**config.mk**
```make
export PLATFORM = sky130hd
export DESIGN_NAME = packet_builder
export DESIGN_NICKNAME = d
export VERILOG_FILES = /design/src/bpm_pkg.sv /design/src/packet_builder.sv
export SDC_FILE = /design/constraint.sdc
export NUM_CORES = 1
export LEC_CHECK = 0
export BUFFER_PORTS_ARGS = -buffer_cell sky130_fd_sc_hd__buf_2
export CAP_MARGIN = 20
export CORE_MARGIN = 3
export CORE_UTILIZATION = 57
export CTS_BUF_LIST = sky130_fd_sc_hd__clkbuf_16
export CTS_CLUSTER_SIZE = 40
export DETAILED_ROUTE_END_ITERATION = 8
export GPL_ROUTABILITY_DRIVEN = 0
export PLACE_DENSITY = 0.85
export SETUP_SLACK_MARGIN = 0.15
export SYNTH_ARGS = -nofsm -noshare
export SYNTH_HDL_FRONTEND = slang
export SYNTH_SLANG_ARGS = --single-unit
export TNS_END_PERCENT = 10
```
**constraint.sdc**
```tcl
create_clock -name clk -period 3.5 [get_ports clk]
set_input_delay 0.35 -clock clk [delete_from_list [all_inputs] [get_ports clk]]
set_output_delay 0.35 -clock clk [all_outputs]
set_load 0.03 [all_outputs]
```
**src/bpm_pkg.sv**
```systemverilog
package bpm_pkg;

	//////////////////////////////////////////////////////////////////////
	// sizes and limits
	//////////////////////////////////////////////////////////////////////
	localparam int N_CH        = 4;   // channels a..d
	localparam int ADC_W       = 16;  // adc sample bits
	localparam int WORD_W      = 32;  // slow fifo word
	localparam int ACC_W       = 48;  // sum of squares
	localparam int EVT_LEN_W   = 16;  // evt_len register width
	localparam int CNT_W       = WORD_W / 2; // event counter, lower half of status word
	localparam int POWER_SHIFT = 10;
	localparam int MIN_EVT_LEN = 8;   // keeps results >= 8 cycles apart

	localparam int FIFO_DEPTH  = 32;
	localparam int FIFO_HALF   = 16;  // room check for a whole packet
	localparam int FIFO_PTR_W  = $clog2(FIFO_DEPTH);
	localparam int PACKET_LEN  = 8;   // words per event packet

	localparam logic [WORD_W-1:0] PID = 32'h4142_504d; // "ABPM"

	//////////////////////////////////////////////////////////////////////
	// data types
	//////////////////////////////////////////////////////////////////////
	typedef logic signed [ADC_W-1:0] adc_sample_t;
	typedef logic [ADC_W-1:0]        adc_mag_t;    // unsigned magnitude

	localparam adc_sample_t ADC_MAX = 16'sh7fff; // full scale, positive
	localparam adc_sample_t ADC_MIN = 16'sh8000; // full scale, negative

	// channel a sits in the low 16 bits, index 0 of the generate loop
	typedef struct packed {
		adc_sample_t d;
		adc_sample_t c;
		adc_sample_t b;
		adc_sample_t a;
	} adc_quad_t;

	typedef struct packed {
		logic      valid;
		logic      first; // first sample of the event
		logic      last;  // last sample of the event
		adc_quad_t data;
	} beat_t;

	typedef struct packed {
		logic [WORD_W-1:0] power;    // (sum x^2) >> POWER_SHIFT
		adc_mag_t          peak;     // largest |x|
		logic              overflow; // saw +/- full scale
	} chan_result_t;

	typedef logic [WORD_W-1:0]   word_t;
	typedef logic [FIFO_PTR_W:0] fifo_count_t; // 0..32

	// sequencer state
	typedef enum logic {
		SEQ_IDLE,
		SEQ_RUN
	} seq_state_e;

	// packet slot being written, in packet order
	typedef enum logic [$clog2(PACKET_LEN+1)-1:0] {
		PKT_IDLE,
		PKT_PID,
		PKT_STATUS,
		PKT_PWR_A,
		PKT_PWR_B,
		PKT_PWR_C,
		PKT_PWR_D,
		PKT_PEAK_AB,
		PKT_PEAK_CD
	} pkt_word_e;

endpackage
```
**src/packet_builder.sv**
```systemverilog
`timescale 1ns/1ns

module packet_builder
	import bpm_pkg::*;
(
	input  logic         clk,
	input  logic         RST_EVENT_NO,
	input  chan_result_t results [N_CH],
	input  logic         result_rdy,
	input  fifo_count_t  fifo_words,
	output logic         wr_en,
	output word_t        wr_data
);

	pkt_word_e        state;           // slot written this cycle
	chan_result_t     held [N_CH];     // results of the event being packed
	logic [CNT_W-1:0] evt_cnt;         // events since reset
	logic             room;
	logic [N_CH-1:0]  ovf_bits;

	assign room     = fifo_words < fifo_count_t'(FIFO_HALF); // whole packet fits
	assign ovf_bits = {held[0].overflow, held[1].overflow,
	                   held[2].overflow, held[3].overflow}; // a in msb

	//////////////////////////////////////////////////////////////////////
	// latch, count, step through slots
	//////////////////////////////////////////////////////////////////////
	always_ff @(posedge clk) begin
		if (RST_EVENT_NO) begin
			state   <= PKT_IDLE;
			evt_cnt <= '0;
			held    <= '{default: '0};
		end else if (state == PKT_IDLE) begin
			if (result_rdy) begin
				held    <= results;
				evt_cnt <= evt_cnt + 1'b1; // counts dropped packets too
				if (room)
					state <= PKT_PID;
			end
		end else if (state == PKT_PEAK_CD) begin
			state <= PKT_IDLE; // 8th word out
		end else begin
			state <= pkt_word_e'(state + 1'b1);
		end
	end

	// write port, one word per cycle
	assign wr_en = (state != PKT_IDLE);

	always_comb begin
		case (state)
			PKT_PID:     wr_data = PID;
			PKT_STATUS:  wr_data = {ovf_bits, {(CNT_W-N_CH){1'b0}}, evt_cnt};
			PKT_PWR_A:   wr_data = held[0].power;
			PKT_PWR_B:   wr_data = held[1].power;
			PKT_PWR_C:   wr_data = held[2].power;
			PKT_PWR_D:   wr_data = held[3].power;
			PKT_PEAK_AB: wr_data = {held[0].peak, held[1].peak};
			PKT_PEAK_CD: wr_data = {held[2].peak, held[3].peak};
			default:     wr_data = '0;
		endcase
	end

	// minimum event length keeps results apart from packets
	a_idle_on_rdy: assert property (@(posedge clk) disable iff (RST_EVENT_NO)
		result_rdy |-> state == PKT_IDLE);

endmodule

```
Yosys cells after proc, flatten, opt, wreduce, memory -nomap -nowiden

Index checks and enable logic that the tools add are counted.

Output and inout port bits: 33
Input port bits: 205
Logic and storage cells: 36
Register bits after elaboration: 216

Multiplexer cells: 5
Equal/unequal tests: 10
Reduce and logical (&&, ||, !) cells: 4
$lt $le $gt $ge: 1
$add $sub $neg: 2

Operators by type and width:

| kind                  | number |
|---|---|
| $pmux 32 s8           | 1 |
| $add 16x1->16 const B | 1 |
| $eq 4x3->1 const B    | 4 |
| $mux 4                | 4 |
| $eq 4x2->1 const B    | 2 |
| $lt 6x5->1 const B    | 1 |
| $add 4x1->4 const B   | 1 |
| $eq 4x1->1 const B    | 1 |
| $eq 4x4->1 const B    | 1 |
| $logic_not 4->1       | 1 |
| $ne 2x2->1 const B    | 2 |
| $reduce_and 2->1      | 2 |
| $reduce_bool 4->1     | 1 |

Depth between registers and ports, before layout

Word-level depth: 4
Depth in mapped cells: 9
Mapped depth without buffers: 6

Worst setup path before layout

Ideal clock, no wire load.

Path type: reg-to-output
Start: register state[0]
End: output wr_data[4]
Data arrival time: 2066 ps
Path slack: 1084 ps
Stages on the path, launching flop included: 8
Buffers on the path: 2
Path through: dfxtp_1 -> inv_1 -> ha_1 -> buf_2 -> nor2b_1 -> clkbuf_1 -> nand2_1 -> a221oi_1

Longest elaborated chain between the ends: 2
Elaborated cells between the ends (all ways): 9
Classes of those cells: 8 x eq/ne; 1 x mux

RTL lines:

| what                                     | line                 | source |
|---|---|---|
| start: declaration                       | packet_builder.sv:15 | `pkt_word_e state;` |
| start signal: assignment                 | packet_builder.sv:43 | `state <= pkt_word_e'(state + 1'b1);` |
| $eq 4x4->1, or another cell as far along | packet_builder.sv:51 | `case (state)` |
| $pmux 32 s8 *                            | packet_builder.sv:51 |  |
| end: declaration                         | packet_builder.sv:12 | `output word_t wr_data` |

Mark *: on every way between the ends. The rest lies on a longest branch, timed or not.

Worst setup path in the final report

Start: register state[0]
End: output wr_data[17]

The elaborated chain is that of the path after synthesis.

==> reports/metrics.cfg <==
[hold_path]
worstHoldStart = results[20]
hold_depth = 3
hold_path_class = in -> reg
min_to = held[20]

[die]
initial_core_util_pct = 59.2
io_pins = 238
die-area_um2 = 17600
core_area_um2 = 15500
die_x_um = 133
rows = 45
die_h_um = 133

[finish]
fillCellCount = 1267
finalNetCount = 1583
multiInputGateArea_um2 = 4390
areaGrowthSynthToFinish_pct = 21.5
layout_common_cells = nand2_1, a21oi_1, buf_2
drive_gt1_share_pct = 21.6
instances_no_fill = 1599
seq_area_um2 = 4330
final_common_cell = nand2_1
n_antenna_cell = 0
fin_area_um2 = 11100

[power_and_ir_drop]
power.share.switching_pct = 37.1
clkPwrFrac_pct = 28.5
sequentialPowerShare_pct = 38.2
switching_power_uw = 3130
p_leak_uw = 0.00447
pwr-share-comb_pct = 33.3
p_per_area_nw_per_um2 = 758
cellInternalPower_uw = 5310
ir_worst_vdd_uv = 508

[synthesis]
synth_edf_count = 0
synth_flop_cell = dfxtp_1
syn-num-nets = 1411
yosys_warnings = 0
synth_compound_area_share_pct = 23.4
yosys-top-cells-area = dfxtp_1, nand2_1, a21oi_1, a22oi_1, clkbuf_1
synth_top_area_share_pct = 47.1
yosysUniqueCellTypes = 44
avgSynthCellArea_um2 = 7.64
syn_inst = 1201
muxShareOfSynthArea_pct = 0.996
yosys.area_share.simple_pct = 21.2
async_flop_share_pct = 0
yosys.area.top_type = dfxtp_1
synth_top_family_by_area = compound AO/OA/AOI/OAI gates
synth_seq_cells = 216
synth_xor_area_share_pct = 0.955
yosysSeqAreaShare_pct = 47.1
synthAdderAreaFrac_pct = 0.682
syn_area_um2 = 9170

[clocking]
htreeDepth = 1
cts_num_sinks = 216
numCtsBuffers = 22
post_cts_resize_count = 0
holdBufCountCts = 0
post_cts_buffers = 0
clock_latency_ns = 0.51
cts-root-buf = clkbuf_16
cts_max_path_buffers = 3
clk_pin_slew_worst_paths_ns = 0.06
cts_tree = done

[route]
dr_total_vias = 9330
routed_wl_um = 28100
via_per_inst = 5.83
wl_per_cell_um = 17.6
drt-pass1-iter-count = 7
drc_errors = 0
first_iter_violations = 967
ant_nets = 0

[timing]
hold_viol = 0
skew_ns = 0.00922
slew_headroom_pct = 37.4
drv_slew = 0
rsz0062_at_grt = false
final.min_clock_period_ns = 3.15
worstMarginPinSlew_ns = 0.939
fin_crit_sh_pct = 90.0
fmax_ghz = 0.318
final.setup.tns_ns = 0
setup_viol = 0

[setup_path]
r2r_cells = 6
worstPathArrival_ns = 2.80
r2r-end = evt_cnt[12]
regToRegStartpoint = state[0]
startpoint_type = flip-flop
crit_fanout = 19
cp_data_required_time_ns = 3.15
path_class = reg -> out
end_kind = output pin
r2r_setup_slack_ns = 1.14

[global_route]
grt_overflow = 0
grt_max_degree = 123
antenna_found_initial = 0
globalRouteTotalUtil_pct = 30.5
first_global_vias = 8512
grt_pass1_wl_um = 44300

[place]
place_inst = 1560
place_hpwl_um = 19100
dpl_cell_area_um2 = 10400
portBuffers = 233

[flow_run]
cap_violations = 0

[run_status]
status = finished, final reports clean

-- how the worst max path moves through the flow --
stage / from / to / slack [ns] / cells after the start
2_1_floorplan: state[0] / wr_data[4] / 1.08 / 7
3_3_place_gp: state[0] / wr_data[23] / 0.87 / 8
3_5_place_dp: state[0] / wr_data[25] / 0.81 / 7
4_1_cts: state[0] / wr_data[25] / 0.27 / 7
5_1_grt: state[0] / wr_data[28] / 0.19 / 5
6_report: state[0] / wr_data[17] / 0.35 / 7
-- through the flow --
stage	util [%]	hold slack (ns)	power (uW)	worst slack (ns)
6_report	72.0	0.0744	8440	0.351
5_1_grt	72.0	0.0673	8860	0.187
4_1_cts	71.9	0.0669	8380	0.273
3_5_place_dp	67.1	0.444	6000	0.814
3_3_place_gp	67.1	0.439	5930	0.873
2_1_floorplan	-	0.432	5160	1.08
-- power groups by stage --
stage	Combinational (uW)	Sequential [uW]	Clock, uW
4_1_cts	2750	3220	2410
5_1_grt	3070	3280	2510
6_report	2810	3230	2400
3_3_place_gp	2680	3240	0
3_5_place_dp	2730	3260	0
2_1_floorplan	1990	3170	0
-- logic make-up after synthesis --
| kind of cell | Yosys count |
|---|---|
| AND/OR/NAND/NOR | 483 |
| AO/OA/AOI/OAI | 367 |
| flip-flops | 216 |
| buffers and inverters | 111 |
| XOR/XNOR | 10 |
| multiplexers | 9 |
| adder cells (fa/ha/maj) | 5 |
-- worst max-delay path, stage by stage, from the launching register on --
cell	delay, ns
dfxtp_1	0.38
inv_1	0.16
ha_4	0.35
nor2b_1	0.21
and2_1	0.49
a21oi_1	0.19
a31oi_1	0.26
buf_2	0.25
-- cell usage after synthesis (all sizes together), types with 2 or more instances --
| master | instances |
|---|---|
| nand3 | 19 |
| nand4 | 7 |
| xor2 | 8 |
| a22o | 6 |
| buf | 43 |
| a22oi | 43 |
| a311oi | 4 |
| or3 | 5 |
| a31oi | 7 |
| inv | 3 |
| a211o | 2 |
| and4 | 2 |
| nand2b | 3 |
| a21oi | 238 |
| xnor2 | 2 |
| ha | 5 |
| nand2 | 409 |
| clkbuf | 65 |
| o21ai | 21 |
| nor2 | 18 |
| and2 | 4 |
| mux2i | 8 |
| a222oi | 6 |
| and3 | 6 |
| o22ai | 12 |
| dfxtp | 216 |
| a221oi | 9 |
| nor2b | 5 |
| a221o | 8 |
| a21o | 3 |
| a211oi | 5 |
-- registers in the layout, indices dropped and copies added (netlist names) --
signal / flops
held: 196
evt_cnt: 16
state: 4
-- per-layer routing --
layer  track usage [%]  vias up  part of all wire (%)
met2              46.1      485                    45
li1                  -     4452                     -
met4              10.6        0                   3.5
met3              5.25       74                   9.4
met1              44.2     4319                    43
met5                 0        -                     0
-- layout make-up --
class,count,area share (%)
Tap cell,211,2.37
Sequential cell,216,38.8
Timing Repair Buffer,256,12.7
Clock buffer,22,4.94
Clock inverter,17,1.68
Inverter,3,0.101
Multi-Input combinational cell,874,39.4
No activity file was read; power rests on OpenSTA's default activity.
