### src/bpm_pkg.sv
package bpm_pkg;

	//////////////////////////////////////////////////////////////////////
	// sizes and limits
	//////////////////////////////////////////////////////////////////////
	localparam int N_CH        = 4;   // channels a..d
	localparam int ADC_W       = 16;  // adc sample bits
	localparam int WORD_W      = 32;  // slow fifo word
	localparam int ACC_W       = 48;  // sum of squares
	localparam int EVT_LEN_W   = 16;  // evt_len register width
	localparam int CNT_W       = WORD_W / 2; // event counter, lower half of status word
	localparam int POWER_SHIFT = 10;
	localparam int MIN_EVT_LEN = 8;   // keeps results >= 8 cycles apart

	localparam int FIFO_DEPTH  = 32;
	localparam int FIFO_HALF   = 16;  // room check for a whole packet
	localparam int FIFO_PTR_W  = $clog2(FIFO_DEPTH);
	localparam int PACKET_LEN  = 8;   // words per event packet

	localparam logic [WORD_W-1:0] PID = 32'h4142_504d; // "ABPM"

	//////////////////////////////////////////////////////////////////////
	// data types
	//////////////////////////////////////////////////////////////////////
	typedef logic signed [ADC_W-1:0] adc_sample_t;
	typedef logic [ADC_W-1:0]        adc_mag_t;    // unsigned magnitude

	localparam adc_sample_t ADC_MAX = 16'sh7fff; // full scale, positive
	localparam adc_sample_t ADC_MIN = 16'sh8000; // full scale, negative

	// channel a sits in the low 16 bits, index 0 of the generate loop
	typedef struct packed {
		adc_sample_t d;
		adc_sample_t c;
		adc_sample_t b;
		adc_sample_t a;
	} adc_quad_t;

	typedef struct packed {
		logic      valid;
		logic      first; // first sample of the event
		logic      last;  // last sample of the event
		adc_quad_t data;
	} beat_t;

	typedef struct packed {
		logic [WORD_W-1:0] power;    // (sum x^2) >> POWER_SHIFT
		adc_mag_t          peak;     // largest |x|
		logic              overflow; // saw +/- full scale
	} chan_result_t;

	typedef logic [WORD_W-1:0]   word_t;
	typedef logic [FIFO_PTR_W:0] fifo_count_t; // 0..32

	// sequencer state
	typedef enum logic {
		SEQ_IDLE,
		SEQ_RUN
	} seq_state_e;

	// packet slot being written, in packet order
	typedef enum logic [$clog2(PACKET_LEN+1)-1:0] {
		PKT_IDLE,
		PKT_PID,
		PKT_STATUS,
		PKT_PWR_A,
		PKT_PWR_B,
		PKT_PWR_C,
		PKT_PWR_D,
		PKT_PEAK_AB,
		PKT_PEAK_CD
	} pkt_word_e;

endpackage
### src/slow_fifo.sv
`timescale 1ns/1ns

module slow_fifo
	import bpm_pkg::*;
(
	input  logic        clk,
	input  logic        RST_EVENT_NO,
	input  logic        wr_en,
	input  word_t       wr_data,
	input  logic        rd_en,
	output word_t       rd_data,
	output fifo_count_t words
);

	word_t                 mem [FIFO_DEPTH];
	logic [FIFO_PTR_W-1:0] wr_ptr; // wraps at depth
	logic [FIFO_PTR_W-1:0] rd_ptr;
	logic                  full;
	logic                  empty;
	logic                  do_wr;
	logic                  do_rd;

	assign full  = (words == fifo_count_t'(FIFO_DEPTH));
	assign empty = (words == '0);
	assign do_wr = wr_en && !full;
	assign do_rd = rd_en && !empty; // read on empty ignored

	// storage
	always_ff @(posedge clk) begin
		if (do_wr)
			mem[wr_ptr] <= wr_data;
	end

	//////////////////////////////////////////////////////////////////////
	// pointers, count, registered read port
	//////////////////////////////////////////////////////////////////////
	always_ff @(posedge clk) begin
		if (RST_EVENT_NO) begin
			wr_ptr  <= '0;
			rd_ptr  <= '0;
			words   <= '0;
			rd_data <= '0;
		end else begin
			if (do_wr)
				wr_ptr <= wr_ptr + 1'b1;
			if (do_rd) begin
				rd_ptr  <= rd_ptr + 1'b1;
				rd_data <= mem[rd_ptr]; // valid next cycle
			end
			case ({do_wr, do_rd})
				2'b10:   words <= words + 1'b1;
				2'b01:   words <= words - 1'b1;
				default: words <= words; // both or neither
			endcase
		end
	end

	// builder's half-full check must keep us from ever filling
	a_no_wr_full: assert property (@(posedge clk) disable iff (RST_EVENT_NO)
		wr_en |-> !full);

endmodule

### config.mk
export PLATFORM = sky130hd
export DESIGN_NAME = slow_fifo
export DESIGN_NICKNAME = d
export VERILOG_FILES = /design/src/bpm_pkg.sv /design/src/slow_fifo.sv
export SDC_FILE = /design/constraint.sdc
export NUM_CORES = 1
export LEC_CHECK = 0
export ABC_CLOCK_PERIOD_IN_PS = 3100
export BUFFER_PORTS_ARGS = -buffer_cell sky130_fd_sc_hd__clkbuf_2
export CORE_UTILIZATION = 50
export CTS_CLUSTER_DIAMETER = 120
export CTS_CLUSTER_SIZE = 28
export DETAILED_ROUTE_END_ITERATION = 16
export HOLD_SLACK_MARGIN = 0.08
export PLACE_DENSITY = 0.68
export SYNTH_ARGS = -nofsm -noshare
export SYNTH_HDL_FRONTEND = slang
export SYNTH_SLANG_ARGS = --single-unit
### constraint.sdc
create_clock -name clk -period 3.1 [get_ports clk]
set_input_delay 0.155 -clock clk [delete_from_list [all_inputs] [get_ports clk]]
set_output_delay 0.155 -clock clk [all_outputs]
set_load 0.05 [all_outputs]
# Word-level counts from Yosys, hierarchy flattened
# Memories as Yosys holds them, arrays and structs flattened. A register that Yosys moved wholly into a read port is not among the register bits.
# Index checks and enable logic that the tools add are counted.
[word_totals] regBits=16 mem_bits_rw=1024 out_inout_bits=38 elab_cells=20 n_memories=1
[mem_list] memory="mem" depth=32 word_bits=32 rd=1 rd_clocked_by_memory_dff=1 write_ports=1 line_no="slow_fifo.sv:15" source="word_t mem [FIFO_DEPTH];"
[classes] addsub=4 eq_ne=3 n_mux=3 reduce_logical=6
[op_table] cell="6-bit one-hot mux with 2 select lines" count=1
[op_table] cell="5-bit by 1-bit adder with 5-bit output, second input constant" count=2
[op_table] cell="6-bit by 1-bit adder with 6-bit output, second input constant" count=1
[op_table] cell="6-bit == test, second input constant" count=1
[op_table] cell="6-bit logical NOT" count=1
[op_table] cell="6-bit by 1-bit subtractor with 6-bit output, second input constant" count=1
[op_table] cell="2-bit by 1-bit == test with 1-bit output, second input constant" count=1
[op_table] cell="2-bit == test, second input constant" count=1
[op_table] cell="1-bit logical AND" count=2
[op_table] cell="1-bit logical NOT" count=2
[op_table] cell="1-bit two-way mux" count=2
[op_table] cell="2-bit nonzero test" count=1

# Logic depth before layout (Yosys ltp)
[logic_depth] word_depth=5 mapped_depth=12 mapped_depth_nobuf=11

# Worst setup path before layout
# Ideal clock, no wire load.
[synth_timing] path_kind="register -> register" from="register words[1]" to="memory mem[31][0] (netlist name), enable pin" setup_time_ns=0.421 t_arrival_ns=2.913 t_required_ns=2.679 path_slack_ns=-0.234 stages_incl_launch_ff=6 period_less_slack_ns=3.334 path_cell_list="dfxtp_1 -> or4_1 -> o31a_1 -> clkbuf_1 -> nand2_1 -> nor2_1"
[synth_via] elab_chain_len=5
[synth_rtl] item="from (decl)" line_no="slow_fifo.sv:12" source="output fifo_count_t words"
[synth_rtl] item="from (signal assigned)" line_no="slow_fifo.sv:51" source="2'b10: words <= words + 1'b1;"
[synth_rtl] item="from (signal assigned)" line_no="slow_fifo.sv:52" source="2'b01: words <= words - 1'b1;"
[synth_rtl] item="from (signal assigned)" line_no="slow_fifo.sv:53" source="default: words <= words;"
[synth_rtl] item="6-bit == test" line_no="slow_fifo.sv:23" source="assign full = (words == fifo_count_t'(FIFO_DEPTH));"
[synth_rtl] item="1-bit logical NOT" line_no="slow_fifo.sv:25" source="assign do_wr = wr_en && !full;"
[synth_rtl] item="1-bit logical AND" line_no="slow_fifo.sv:25"
[synth_rtl] item="1-bit two-way mux" line_no="slow_fifo.sv:30" source="if (do_wr)"
[synth_rtl] item="1-bit two-way mux (implied by the code)" line_no="slow_fifo.sv:31" source="mem[wr_ptr] <= wr_data;"
[synth_rtl] item="to (decl)" line_no="slow_fifo.sv:15"
# Every way passes these cells.

# Worst setup path after layout
[layout_timing] from="register words[1]" to="register words[4]"
[layout_via] elab_chain_len=5 elab_cells_between_ends=12
[layout_rtl] item="branches (longest 5 deep; another with 6-bit by 1-bit subtractor with 6-bit output)"
# Parallel ways; which one is timed is not known.
# A chain may end at the register's enable or synchronous reset.

==> flow_summary.yaml <==
outcome:
  outcome: "finished clean"
floorplanning:
  dieArea_sq_um: 82450
  core_area_sq_um: 80550
  ios: 74
  fp.dieH_microns: 287.1
  die_w_microns: 287.1
  num_rows: 104
  start_util_pct: 50.47
detailed_routing:
  drtIter0Drc: 2601
  drt_first_pass_iters: 7
  drc: 0
  vias: 19712
  ant_nets: 0
  wire_per_inst_microns: 31.40
  vias_per_cell: 6.363
  drt-total-wl_microns: 97270
synth:
  synth_edf_count: 1024
  yosysTopAreaCellShare_pct: 75.64
  yosys_warnings: 0
  synth_area_sq_um: 40650
  synth.area.top_cells: "edfxtp_1 76%, mux4_2 11%, mux2i_1 3.2%, dfxtp_1 2.4%, a22o_1 1.3%"
  synthTopCellsByCount: "1024 x edfxtp_1, 193 x mux4_2, 128 x mux2i_1, 70 x a21oi_1, 62 x a22o_1"
  ys_types: 42
  synthArstFlopShare_pct: 0
  postSynthAreaPerCell_sq_um: 21.41
  ys.flop_type: "edfxtp_1"
  synth_top_area_cell: "edfxtp_1"
  syn_nets: 1946
  synth_seq_area_share_pct: 78.01
  syn_inst: 1899
  yosysMostFrequentCell: "edfxtp_1"
  synth.ff_latch_count: 1072
placed_design:
  gp_congestion: 0.8034
  port_buffers: 73
  hpwlAfterDp_microns: 54230
  place_ws_ns: 0.04048
  placed_cell_area_sq_um: 43080
final_layout:
  final_nets: 2051
  drive_above_1_share_pct: 23.01
  areaGrowthSynthToFinish_pct: 9.160
  diodes: 0
  postLayoutCellArea_sq_um: 44380
  fillers: 5902
global_route:
  antenna_found_initial: 9
  grt_pass1_vias: 19910
  overflow: 0
  grt_max_degree: 52
  track_usage_pct: 23.90
  grt_first_pass_wirelength_microns: 139700
critical_path:
  rrSetupSlack_ns: 0.09
  critical_path_class: "register to register"
  cp_data_required_time_ns: 3.65
  cp.arrival_ns: 3.55
  critPathMaxFanout: 7
  critPathLaunchType: "register"
  end_kind: "register"
sta:
  rsz0062_at_grt: "no"
  finalWorstSetupSlack_ns: 0.09382
  period_share_pct: 96.97
  fmax_mhz: 332.6
  setup_violations: 0
  tightestPinTransition_ns: 1.125
  fin_worst_skew_ns: 0.02650
  setup-tns-final_ns: 0
  min_period_ns: 3.006
  hold_violations: 0
  relSlewSlack_pct: 24.81
  drv_slew: 0
  hold_ws_ns: 0.1463
power:
  ir_drop_mv: 0.5237
  power_density_nw_per_um2: 665.2
  p_leak_nw: 13.39
clock_network:
  cts-root-buf: "clkbuf_16"
  htree_levels: 2
  cts_tree: "done"
  cts_setup_buffers: 0
  cts.sinks: 1072
  insertion_delay_ns: 0.62
  clk_pin_slew_ns: 0.11
  ctsLongestPathBuffers: 3
  numCtsBuffers: 44
flow_run:
  maxCapViolations: 0
worst_hold_path:
  hold_path.class: "input port to register"
## power by group
part / internal, W / switching [W] / total, W
Combinational: 0.00242 / 0.00354 / 0.00596
Sequential: 0.0163 / 0.000301 / 0.0166
Clock: 0.00280 / 0.00418 / 0.00698
Total: 0.0215 / 0.00802 / 0.0295
## area by class of cell
| class | instances | area, sq um | share of cell area, % |
|---|---|---|---|
| clock inverter | 1 | 20.02 | 0.04511 |
| inverter | 10 | 37.54 | 0.08459 |
| tap | 1060 | 1326 | 2.989 |
| multi-input combinational | 702 | 8611 | 19.40 |
| clock buffer | 79 | 1254 | 2.825 |
| timing repair buffer | 174 | 1401 | 3.158 |
| sequential | 1072 | 31730 | 71.49 |
## layout by cell type, fill, tap and decap left out, types with 12 or more instances in the layout
| master | Yosys | layout |
|---|---|---|
| a22oi_1 | 32 | 32 |
| clkbuf_1 | 59 | 34 |
| a2111oi_0 | 22 | 22 |
| o221ai_1 | 32 | 32 |
| o22ai_1 | 31 | 31 |
| edfxtp_1 | 1024 | 1024 |
| nor2_4 | 0 | 34 |
| buf_4 | 10 | 78 |
| mux4_2 | 193 | 193 |
| clkbuf_2 | 0 | 73 |
| a21oi_1 | 70 | 70 |
| mux2i_1 | 128 | 128 |
| dfxtp_1 | 48 | 44 |
| a22o_1 | 62 | 62 |
| nor2_1 | 52 | 18 |
| nand2_1 | 12 | 12 |
| buf_12 | 1 | 22 |
| clkbuf_16 | 0 | 45 |
## timing repair
item,4_1_cts,5_1_grt
gates resized for setup,0,2
endpoints found under the setup margin,0,2
endpoints found under the hold margin,12,0
hold buffers,1,0
## registers in the layout (all words and copies together), names as in the netlist
register / flops
wr_ptr: 5
rd_ptr: 5
words: 6
rd_data: 32
mem: 1024
## kinds of logic (layout without fill, tap and decap cells)
group / Yosys count / count (layout) / share of synthesized area (%)
DFF: 1072 / 1072 / 78.01
muxes: 322 / 322 / 13.87
AOI/OAI and AO/OA: 267 / 267 / 4.943
buffers and inverters: 125 / 264 / 1.557
and+or+nand+nor: 91 / 91 / 1.028
adders and majority gates: 11 / 11 / 0.3570
xor gates and xnor gates: 11 / 11 / 0.2370
## critical path: stages, from the launching register on
cell,delay [ns]
dfxtp_1,0.36
or4_1,0.58
o31a_1,0.30
inv_1,0.12
ha_4,0.19
inv_1,0.07
fa_1,0.41
nor2b_1,0.14
o21a_1,0.15
nor3_1,0.05
or3b_2,0.43
a21oi_1,0.14
## through the flow
step                      utilization (%)  std cells  power (W)
after global routing                55.09       3098    0.03043
after global placement              53.48       3017    0.02280
final                               55.09       3098    0.02952
after detailed placement            53.48       3017    0.02290
after CTS                           55.08       3098    0.02965
after floorplan                         -       1899    0.02091
## layer usage
metal	vias to the layer above	wire, microns	track usage (%)
met2	910	48180	39.33
met4	16	2829	7.154
met3	151	8162	4.040
met1	10458	37990	32.96
met5	-	113	0
li1	8177	-	-
## final timing paths
path                            depth (start not counted)        start     endpoint
worst max register to register                         11     words[1]     words[4]
worst max-delay path                                   11     words[1]     words[4]
worst min-delay path                                    1  wr_data[29]  mem[16][29]
worst min register to register                          1  rd_data[22]  rd_data[22]
(Power assumes the default switching activity.)
