**src/bpm_pkg.sv**
```systemverilog
package bpm_pkg;

	//////////////////////////////////////////////////////////////////////
	// sizes and limits
	//////////////////////////////////////////////////////////////////////
	localparam int N_CH        = 4;   // channels a..d
	localparam int ADC_W       = 16;  // adc sample bits
	localparam int WORD_W      = 32;  // slow fifo word
	localparam int ACC_W       = 48;  // sum of squares
	localparam int EVT_LEN_W   = 16;  // evt_len register width
	localparam int CNT_W       = WORD_W / 2; // event counter, lower half of status word
	localparam int POWER_SHIFT = 10;
	localparam int MIN_EVT_LEN = 8;   // keeps results >= 8 cycles apart

	localparam int FIFO_DEPTH  = 32;
	localparam int FIFO_HALF   = 16;  // room check for a whole packet
	localparam int FIFO_PTR_W  = $clog2(FIFO_DEPTH);
	localparam int PACKET_LEN  = 8;   // words per event packet

	localparam logic [WORD_W-1:0] PID = 32'h4142_504d; // "ABPM"

	//////////////////////////////////////////////////////////////////////
	// data types
	//////////////////////////////////////////////////////////////////////
	typedef logic signed [ADC_W-1:0] adc_sample_t;
	typedef logic [ADC_W-1:0]        adc_mag_t;    // unsigned magnitude

	localparam adc_sample_t ADC_MAX = 16'sh7fff; // full scale, positive
	localparam adc_sample_t ADC_MIN = 16'sh8000; // full scale, negative

	// channel a sits in the low 16 bits, index 0 of the generate loop
	typedef struct packed {
		adc_sample_t d;
		adc_sample_t c;
		adc_sample_t b;
		adc_sample_t a;
	} adc_quad_t;

	typedef struct packed {
		logic      valid;
		logic      first; // first sample of the event
		logic      last;  // last sample of the event
		adc_quad_t data;
	} beat_t;

	typedef struct packed {
		logic [WORD_W-1:0] power;    // (sum x^2) >> POWER_SHIFT
		adc_mag_t          peak;     // largest |x|
		logic              overflow; // saw +/- full scale
	} chan_result_t;

	typedef logic [WORD_W-1:0]   word_t;
	typedef logic [FIFO_PTR_W:0] fifo_count_t; // 0..32

	// sequencer state
	typedef enum logic {
		SEQ_IDLE,
		SEQ_RUN
	} seq_state_e;

	// packet slot being written, in packet order
	typedef enum logic [$clog2(PACKET_LEN+1)-1:0] {
		PKT_IDLE,
		PKT_PID,
		PKT_STATUS,
		PKT_PWR_A,
		PKT_PWR_B,
		PKT_PWR_C,
		PKT_PWR_D,
		PKT_PEAK_AB,
		PKT_PEAK_CD
	} pkt_word_e;

endpackage
```
**src/event_sequencer.sv**
```systemverilog
`timescale 1ns/1ns

module event_sequencer
	import bpm_pkg::*;
(
	input  logic                 clk,
	input  logic                 RST_EVENT_NO,
	input  logic                 start,
	input  logic                 sample_valid,
	input  adc_quad_t            sample,
	input  logic [EVT_LEN_W-1:0] evt_len,
	output beat_t                beat,
	output logic                 busy
);

	seq_state_e           state;
	logic [EVT_LEN_W-1:0] remaining;  // samples still to take
	logic                 first_pend; // next accepted sample is the first
	logic                 accept;
	logic                 last_smp;

	assign accept   = (state == SEQ_RUN) && sample_valid;
	assign last_smp = (remaining == EVT_LEN_W'(1));
	assign busy     = (state == SEQ_RUN); // state is registered so busy trails start by a cycle

	//////////////////////////////////////////////////////////////////////
	// event window
	//////////////////////////////////////////////////////////////////////
	always_ff @(posedge clk) begin
		if (RST_EVENT_NO) begin
			state      <= SEQ_IDLE;
			remaining  <= '0;
			first_pend <= 1'b0;
		end else begin
			case (state)
				SEQ_IDLE: if (start) begin // start only seen while idle
					state      <= SEQ_RUN;
					first_pend <= 1'b1;
					// short events stretched to the minimum
					remaining  <= (evt_len < EVT_LEN_W'(MIN_EVT_LEN)) ?
					              EVT_LEN_W'(MIN_EVT_LEN) : evt_len;
				end
				SEQ_RUN: if (sample_valid) begin
					remaining  <= remaining - 1'b1;
					first_pend <= 1'b0;
					if (last_smp)
						state <= SEQ_IDLE; // window closed
				end
				default: state <= SEQ_IDLE;
			endcase
		end
	end

	// one cycle sample -> beat
	always_ff @(posedge clk) begin
		if (RST_EVENT_NO) begin
			beat <= '0;
		end else begin
			beat.valid <= accept;
			beat.first <= accept && first_pend;
			beat.last  <= accept && last_smp;
			beat.data  <= sample; // qualified by valid downstream
		end
	end

	// the clamp keeps first and last on separate beats
	a_last_closes: assert property (@(posedge clk) disable iff (RST_EVENT_NO)
		beat.last |-> beat.valid && !beat.first);

endmodule

```
**config.mk**
```make
export PLATFORM = sky130hd
export DESIGN_NAME = event_sequencer
export DESIGN_NICKNAME = d
export VERILOG_FILES = /design/src/bpm_pkg.sv /design/src/event_sequencer.sv
export SDC_FILE = /design/constraint.sdc
export NUM_CORES = 1
export LEC_CHECK = 0
export BUFFER_PORTS_ARGS = -buffer_cell sky130_fd_sc_hd__buf_4
export CORE_MARGIN = 2
export CORE_UTILIZATION = 28
export CTS_BUF_LIST = sky130_fd_sc_hd__clkbuf_8
export DETAILED_ROUTE_END_ITERATION = 8
export REMOVE_ABC_BUFFERS = 1
export SETUP_SLACK_MARGIN = 0.4
export SLEW_MARGIN = 40
export SYNTH_ARGS = -nofsm -noshare
export SYNTH_HDL_FRONTEND = slang
export SYNTH_SLANG_ARGS = --single-unit
export TNS_END_PERCENT = 50
```
**constraint.sdc**
```tcl
create_clock -name clk -period 5.3 [get_ports clk]
set_clock_uncertainty 0.2 [all_clocks]
set_input_delay 0.53 -clock clk [delete_from_list [all_inputs] [get_ports clk]]
set_output_delay 0.53 -clock clk [all_outputs]
set_load 0.005 [all_outputs]
```
# [After elaboration in Yosys (flattened, before gate mapping)]
# Cells that the tools add are included.
[totals] ff_bits=85 inputBits=84 out_inout_bits=68 wordCells=31
[classes] n_addsub=1 magnitude_cmp=1 n_eq_ne=3 muxes=11 n_bitwise=1 reduce_logical=4
[ops] op="two-way mux 16 bit" n=3
[ops] op="one-hot mux 16 bit (2 select lines)" n=1
[ops] op="== test 16 x 1 -> 1 bit, second input constant" n=1
[ops] op="less-than comparator 16 x 4 -> 1 bit, second input constant" n=1
[ops] op="subtractor 16 x 1 -> 16 bit, second input constant" n=1
[ops] op="two-way mux 1 bit" n=5
[ops] op="inequality test 2 bit, second input constant" n=2
[ops] op="one-hot mux 1 bit (2 select lines)" n=2
[ops] op="logical AND 1 bit" n=3
[ops] op="AND reduction 2 bit" n=1
[ops] op="inverter 1 bit" n=1

# [Logic depth before layout (Yosys ltp)]
[logic_depth] depth_word=4 depth_mapped=6

# [Worst setup path after synthesis]
# OpenSTA, ideal clock, no wires.
[synth_path] path_kind="register to register" from="register remaining[0]" to="register remaining[12]" setup_ps=79 arrival_time_ps=1600 required_time_ps=5021 setup_slack_ps=3421 path_stages_with_launch=7 path_buffers=0 synth_period_minus_slack_ps=1879 path_cell_list="dfxtp_1 > inv_1 > ha_1 > or4b_4 > nor3_4 > a211oi_1 > a211oi_2"
[synth_between] elab_chain_len=3
[synth_rtl] element="start: declaration" line_no="event_sequencer.sv:17" rtl="logic [EVT_LEN_W-1:0] remaining;"
[synth_rtl] element="start signal: assignment" line_no="event_sequencer.sv:40" rtl="remaining <= (evt_len < EVT_LEN_W'(MIN_EVT_LEN)) ?"
[synth_rtl] element="start signal: assignment" line_no="event_sequencer.sv:44" rtl="remaining <= remaining - 1'b1;"
[synth_rtl] element="subtractor 16 x 1 -> 16 bit" line_no="event_sequencer.sv:44"
[synth_rtl] element="two-way mux 16 bit" line_no="event_sequencer.sv:43" rtl="SEQ_RUN: if (sample_valid) begin"
[synth_rtl] element="one-hot mux 16 bit (2 select lines)" line_no="event_sequencer.sv:35" rtl="case (state)"
# No other way between the ends. The select of a mux whose other input is x is not followed.
# A chain may end at the register's enable or synchronous reset.

# [Worst setup path after layout]
[layout_path] from="register state, in the netlist busy" to="register remaining[3]"
[layout_between] elab_chain_len=3
[layout_rtl] element="start: declaration" line_no="event_sequencer.sv:16" rtl="seq_state_e state;"
[layout_rtl] element="start signal: assignment" line_no="event_sequencer.sv:31" rtl="state <= SEQ_IDLE;"
[layout_rtl] element="start signal: assignment" line_no="event_sequencer.sv:37" rtl="state <= SEQ_RUN;"
[layout_rtl] element="start signal: assignment" line_no="event_sequencer.sv:47" rtl="state <= SEQ_IDLE;"
[layout_rtl] element="inverter 1 bit"
[layout_rtl] element="inequality test 2 bit (no source line)"
[layout_rtl] element="AND reduction 2 bit (no source line)"
# Parallel ways exist; a longest one is shown, timed or not.

==> out/qor.csv <==
stage;metric;value;unit
floorplan;ios;152;
placed_design;dpl.hpwl;6.02;mm
pwr;p_clk_share;34.7;%
routing;avgViaCountPerCell;4.40;
clock_tree;clk_path_buf_depth;2;
setup_path;worstSetupPathType;reg -> reg;
synthesis;yosys_warnings;0;
synthesis;ys_types;45;
outcome;run_status;finished clean;
floorplan;fp.dieH;106;µm
clock_tree;htreeDepth;3;
floorplan;dieArea;11300;µm²
timing;hold_viol;0;
grt;grt_use_total;14.2;%
timing;max_freq;421;MHz
floorplan;fp-row-count;37;
timing;fin_crit_sh;44.8;%
synthesis;yosysSeqAreaShare;57.9;%
timing;tns;0;ns
pwr;total_power;1400;µW
floorplan;core;10300;µm²
synthesis;synth_top_cells_by_area;dfxtp_1, nor2b_1, mux2i_1;
layout;layout_commonest_cell;buf_4;
setup_path;cp.arrival;2.44;ns
grt;top_usage_layer;met2;
layout;finish.net_count;516;
synthesis;synth_top_cell_by_area;dfxtp_1;
pwr;p_int;1030;µW
timing;relSlewSlack;60.7;%
pwr;power_switching;376;µW
layout;num_antenna_cells;0;
synthesis;netlist.area_leader.share;57.9;%
setup_path;worstSetupStartpointType;flip-flop;
placed_design;place_inst;555;
floorplan;initial_core_util;28.6;%
timing;min_period;2.38;ns
flow_run;maxCapViolCount;0;
setup_path;cp_max_fo;16;
pwr;seq_power_share;50.2;%
grt;grt_remaining_overflow;0;
routing;antenna_left;0;
clock_tree;cts_resized;0;
grt;grt_use_met1;16.0;%
synthesis;syn_area_per_cell;10.4;µm²
synthesis;postSynthCellCount;283;
routing;drt-pass1-iter-count;4;
placed_design;port_buffers;151;
layout;final_cells;571;
timing;rsz0062_at_grt;false;
routing;drc;0;
grt;grt_pass1_vias;2533;
setup_path;cp.required;5.36;ns
clock_tree;cts_tree;yes;
layout;design_area;4390;µm²
routing;dr.first_iter.drc_count;90;
clock_tree;postCtsSetupBuffers;0;
clock_tree;cts_num_sinks;85;
min_path;min_path_type;in -> reg;
setup_path;end_kind;flip-flop;
layout;syn_to_final_growth;49.6;%
synthesis;ys_ff_latch;85;
clock_tree;cts_hold_buf;0;
floorplan;fp.dieW;106;µm
synthesis;syn_area;2940;µm²
routing;wl;8.18;mm
pwr;switching_share;26.8;%
placed_design;dpl-instance-area;4180;µm²
routing;wl_per_cell;14.3;µm
pwr;pwr-share-comb;15.1;%
routing;via_count;2511;
grt;met3_usage;4.48;%
clock_tree;cts_root_buffer;clkbuf_8;
timing;worst_pin_slew;0.590;ns
clock_tree;clk_pin_slew_worst_paths;0.10;ns
pwr;p_leak;0.00195;µW
timing;drv_slew;0;
clock_tree;clk_latency;0.34;ns
clock_tree;numCtsBuffers;9;
layout;drive_above_1_share;40.2;%
pwr;max-vdd-ir-drop;0.000150;V
timing;setup_viol;0;
layout;final_cell_mix;buf_4, dfxtp_1, nor2b_1, nor2_1, nand2_1;
grt;antenna_found_initial;0;
grt;grt_pass1_wl;12.5;mm
grt;grt_max_degree;83;
layout;post-route-util;42.8;%
pwr;power-per-cell-area;319;nW/µm²
placed_design;gp_congestion;0.891;
grt;gr-usage-met2;24.8;%
==> registers in the layout, summed over array words and instances (netlist names) <==
name        flops
busy            1
remaining      16
beat           67
first_pend      1
==> Yosys cell counts, drive strengths merged <==
| library cell | count |
|---|---|
| nand2b | 1 |
| buf | 3 |
| a31oi | 4 |
| a311oi | 1 |
| mux2 | 1 |
| a32oi | 1 |
| nor4b | 2 |
| a41oi | 1 |
| or4b | 1 |
| nand2 | 13 |
| nand3b | 1 |
| nor4 | 8 |
| and2 | 2 |
| o32ai | 1 |
| o21ai | 3 |
| a21oi | 8 |
| xnor2 | 1 |
| o31ai | 1 |
| or3 | 2 |
| nor2 | 16 |
| nand3 | 5 |
| o311ai | 2 |
| o221ai | 2 |
| nand4 | 2 |
| ha | 2 |
| nor3 | 10 |
| nor3b | 1 |
| clkbuf | 13 |
| mux2i | 9 |
| and3 | 1 |
| o22ai | 1 |
| inv | 4 |
| or4 | 1 |
| nor2b | 65 |
| dfxtp | 85 |
| a221oi | 4 |
| a211oi | 5 |
==> path summary, 6_finish.rpt <==
check | end | from | cells after the start | slack [ns]
setup / recovery | remaining[3]$_SDFFE_PP0P_ | busy$_SDFF_PP0_ | 4 | 2.92
setup reg to reg | remaining[3]$_SDFFE_PP0P_ | busy$_SDFF_PP0_ | 4 | 2.92
hold / removal | beat[42]$_SDFF_PP0_ | sample[42] | 2 | 0.18
hold reg to reg | beat[65]$_SDFF_PP0_ | first_pend$_SDFFE_PP0P_ | 1 | 0.30
==> cells by family (layout without fill, tap and decap cells) <==
kind of cell             count (synthesis)  after routing  synth area share, %
AND/OR/NAND/NOR                        131            131                 26.2
multiplexers                            10             10                 3.45
XOR/XNOR                                 1              1                0.298
buffers and inverters                   20            172                 2.85
AO/OA/AOI/OAI                           34             34                 8.43
flip-flops                              85             85                 57.9
adder cells (fa/ha/maj)                  2              2                0.852
==> power groups by stage <==
| stage | clock network (µW) | logic, µW | registers [µW] |
|---|---|---|---|
| after detailed placement | 0 | 213 | 719 |
| after global placement | 0 | 211 | 718 |
| after global routing | 536 | 232 | 710 |
| after CTS | 506 | 213 | 704 |
| final | 487 | 212 | 705 |
| after floorplan | 0 | 90.5 | 717 |
==> per-stage QoR <==
stage / setup slack [ns] / hold slack, ns
global placement: 2.98 / 0.281
floorplan: 3.30 / 0.248
detailed placement: 2.95 / 0.288
finish: 2.92 / 0.182
CTS: 2.93 / 0.161
global route: 2.74 / 0.148
==> layer usage <==
metal	up-vias	part of all wire [%]
li1	1265	-
met3	11	6.0
met5	-	0
met1	1157	39
met4	0	1.8
met2	78	53
==> layout make-up <==
cell class / instances / area, µm²
clock buffers: 9 / 124
fillers: 1032 / 5880
multi-input cells: 178 / 1150
repair buffers: 152 / 1140
flip-flops and latches: 85 / 1700
well taps: 136 / 170
inverters: 4 / 15.0
clock inverters: 7 / 86.3
==> worst max-delay path: stages (launching register included) <==
cell	delay (ns)
dfxtp_1	0.69
nand2_1	0.51
nor4_1	0.33
mux2_2	0.37
a211oi_1	0.19
(Power assumes the default switching activity.)
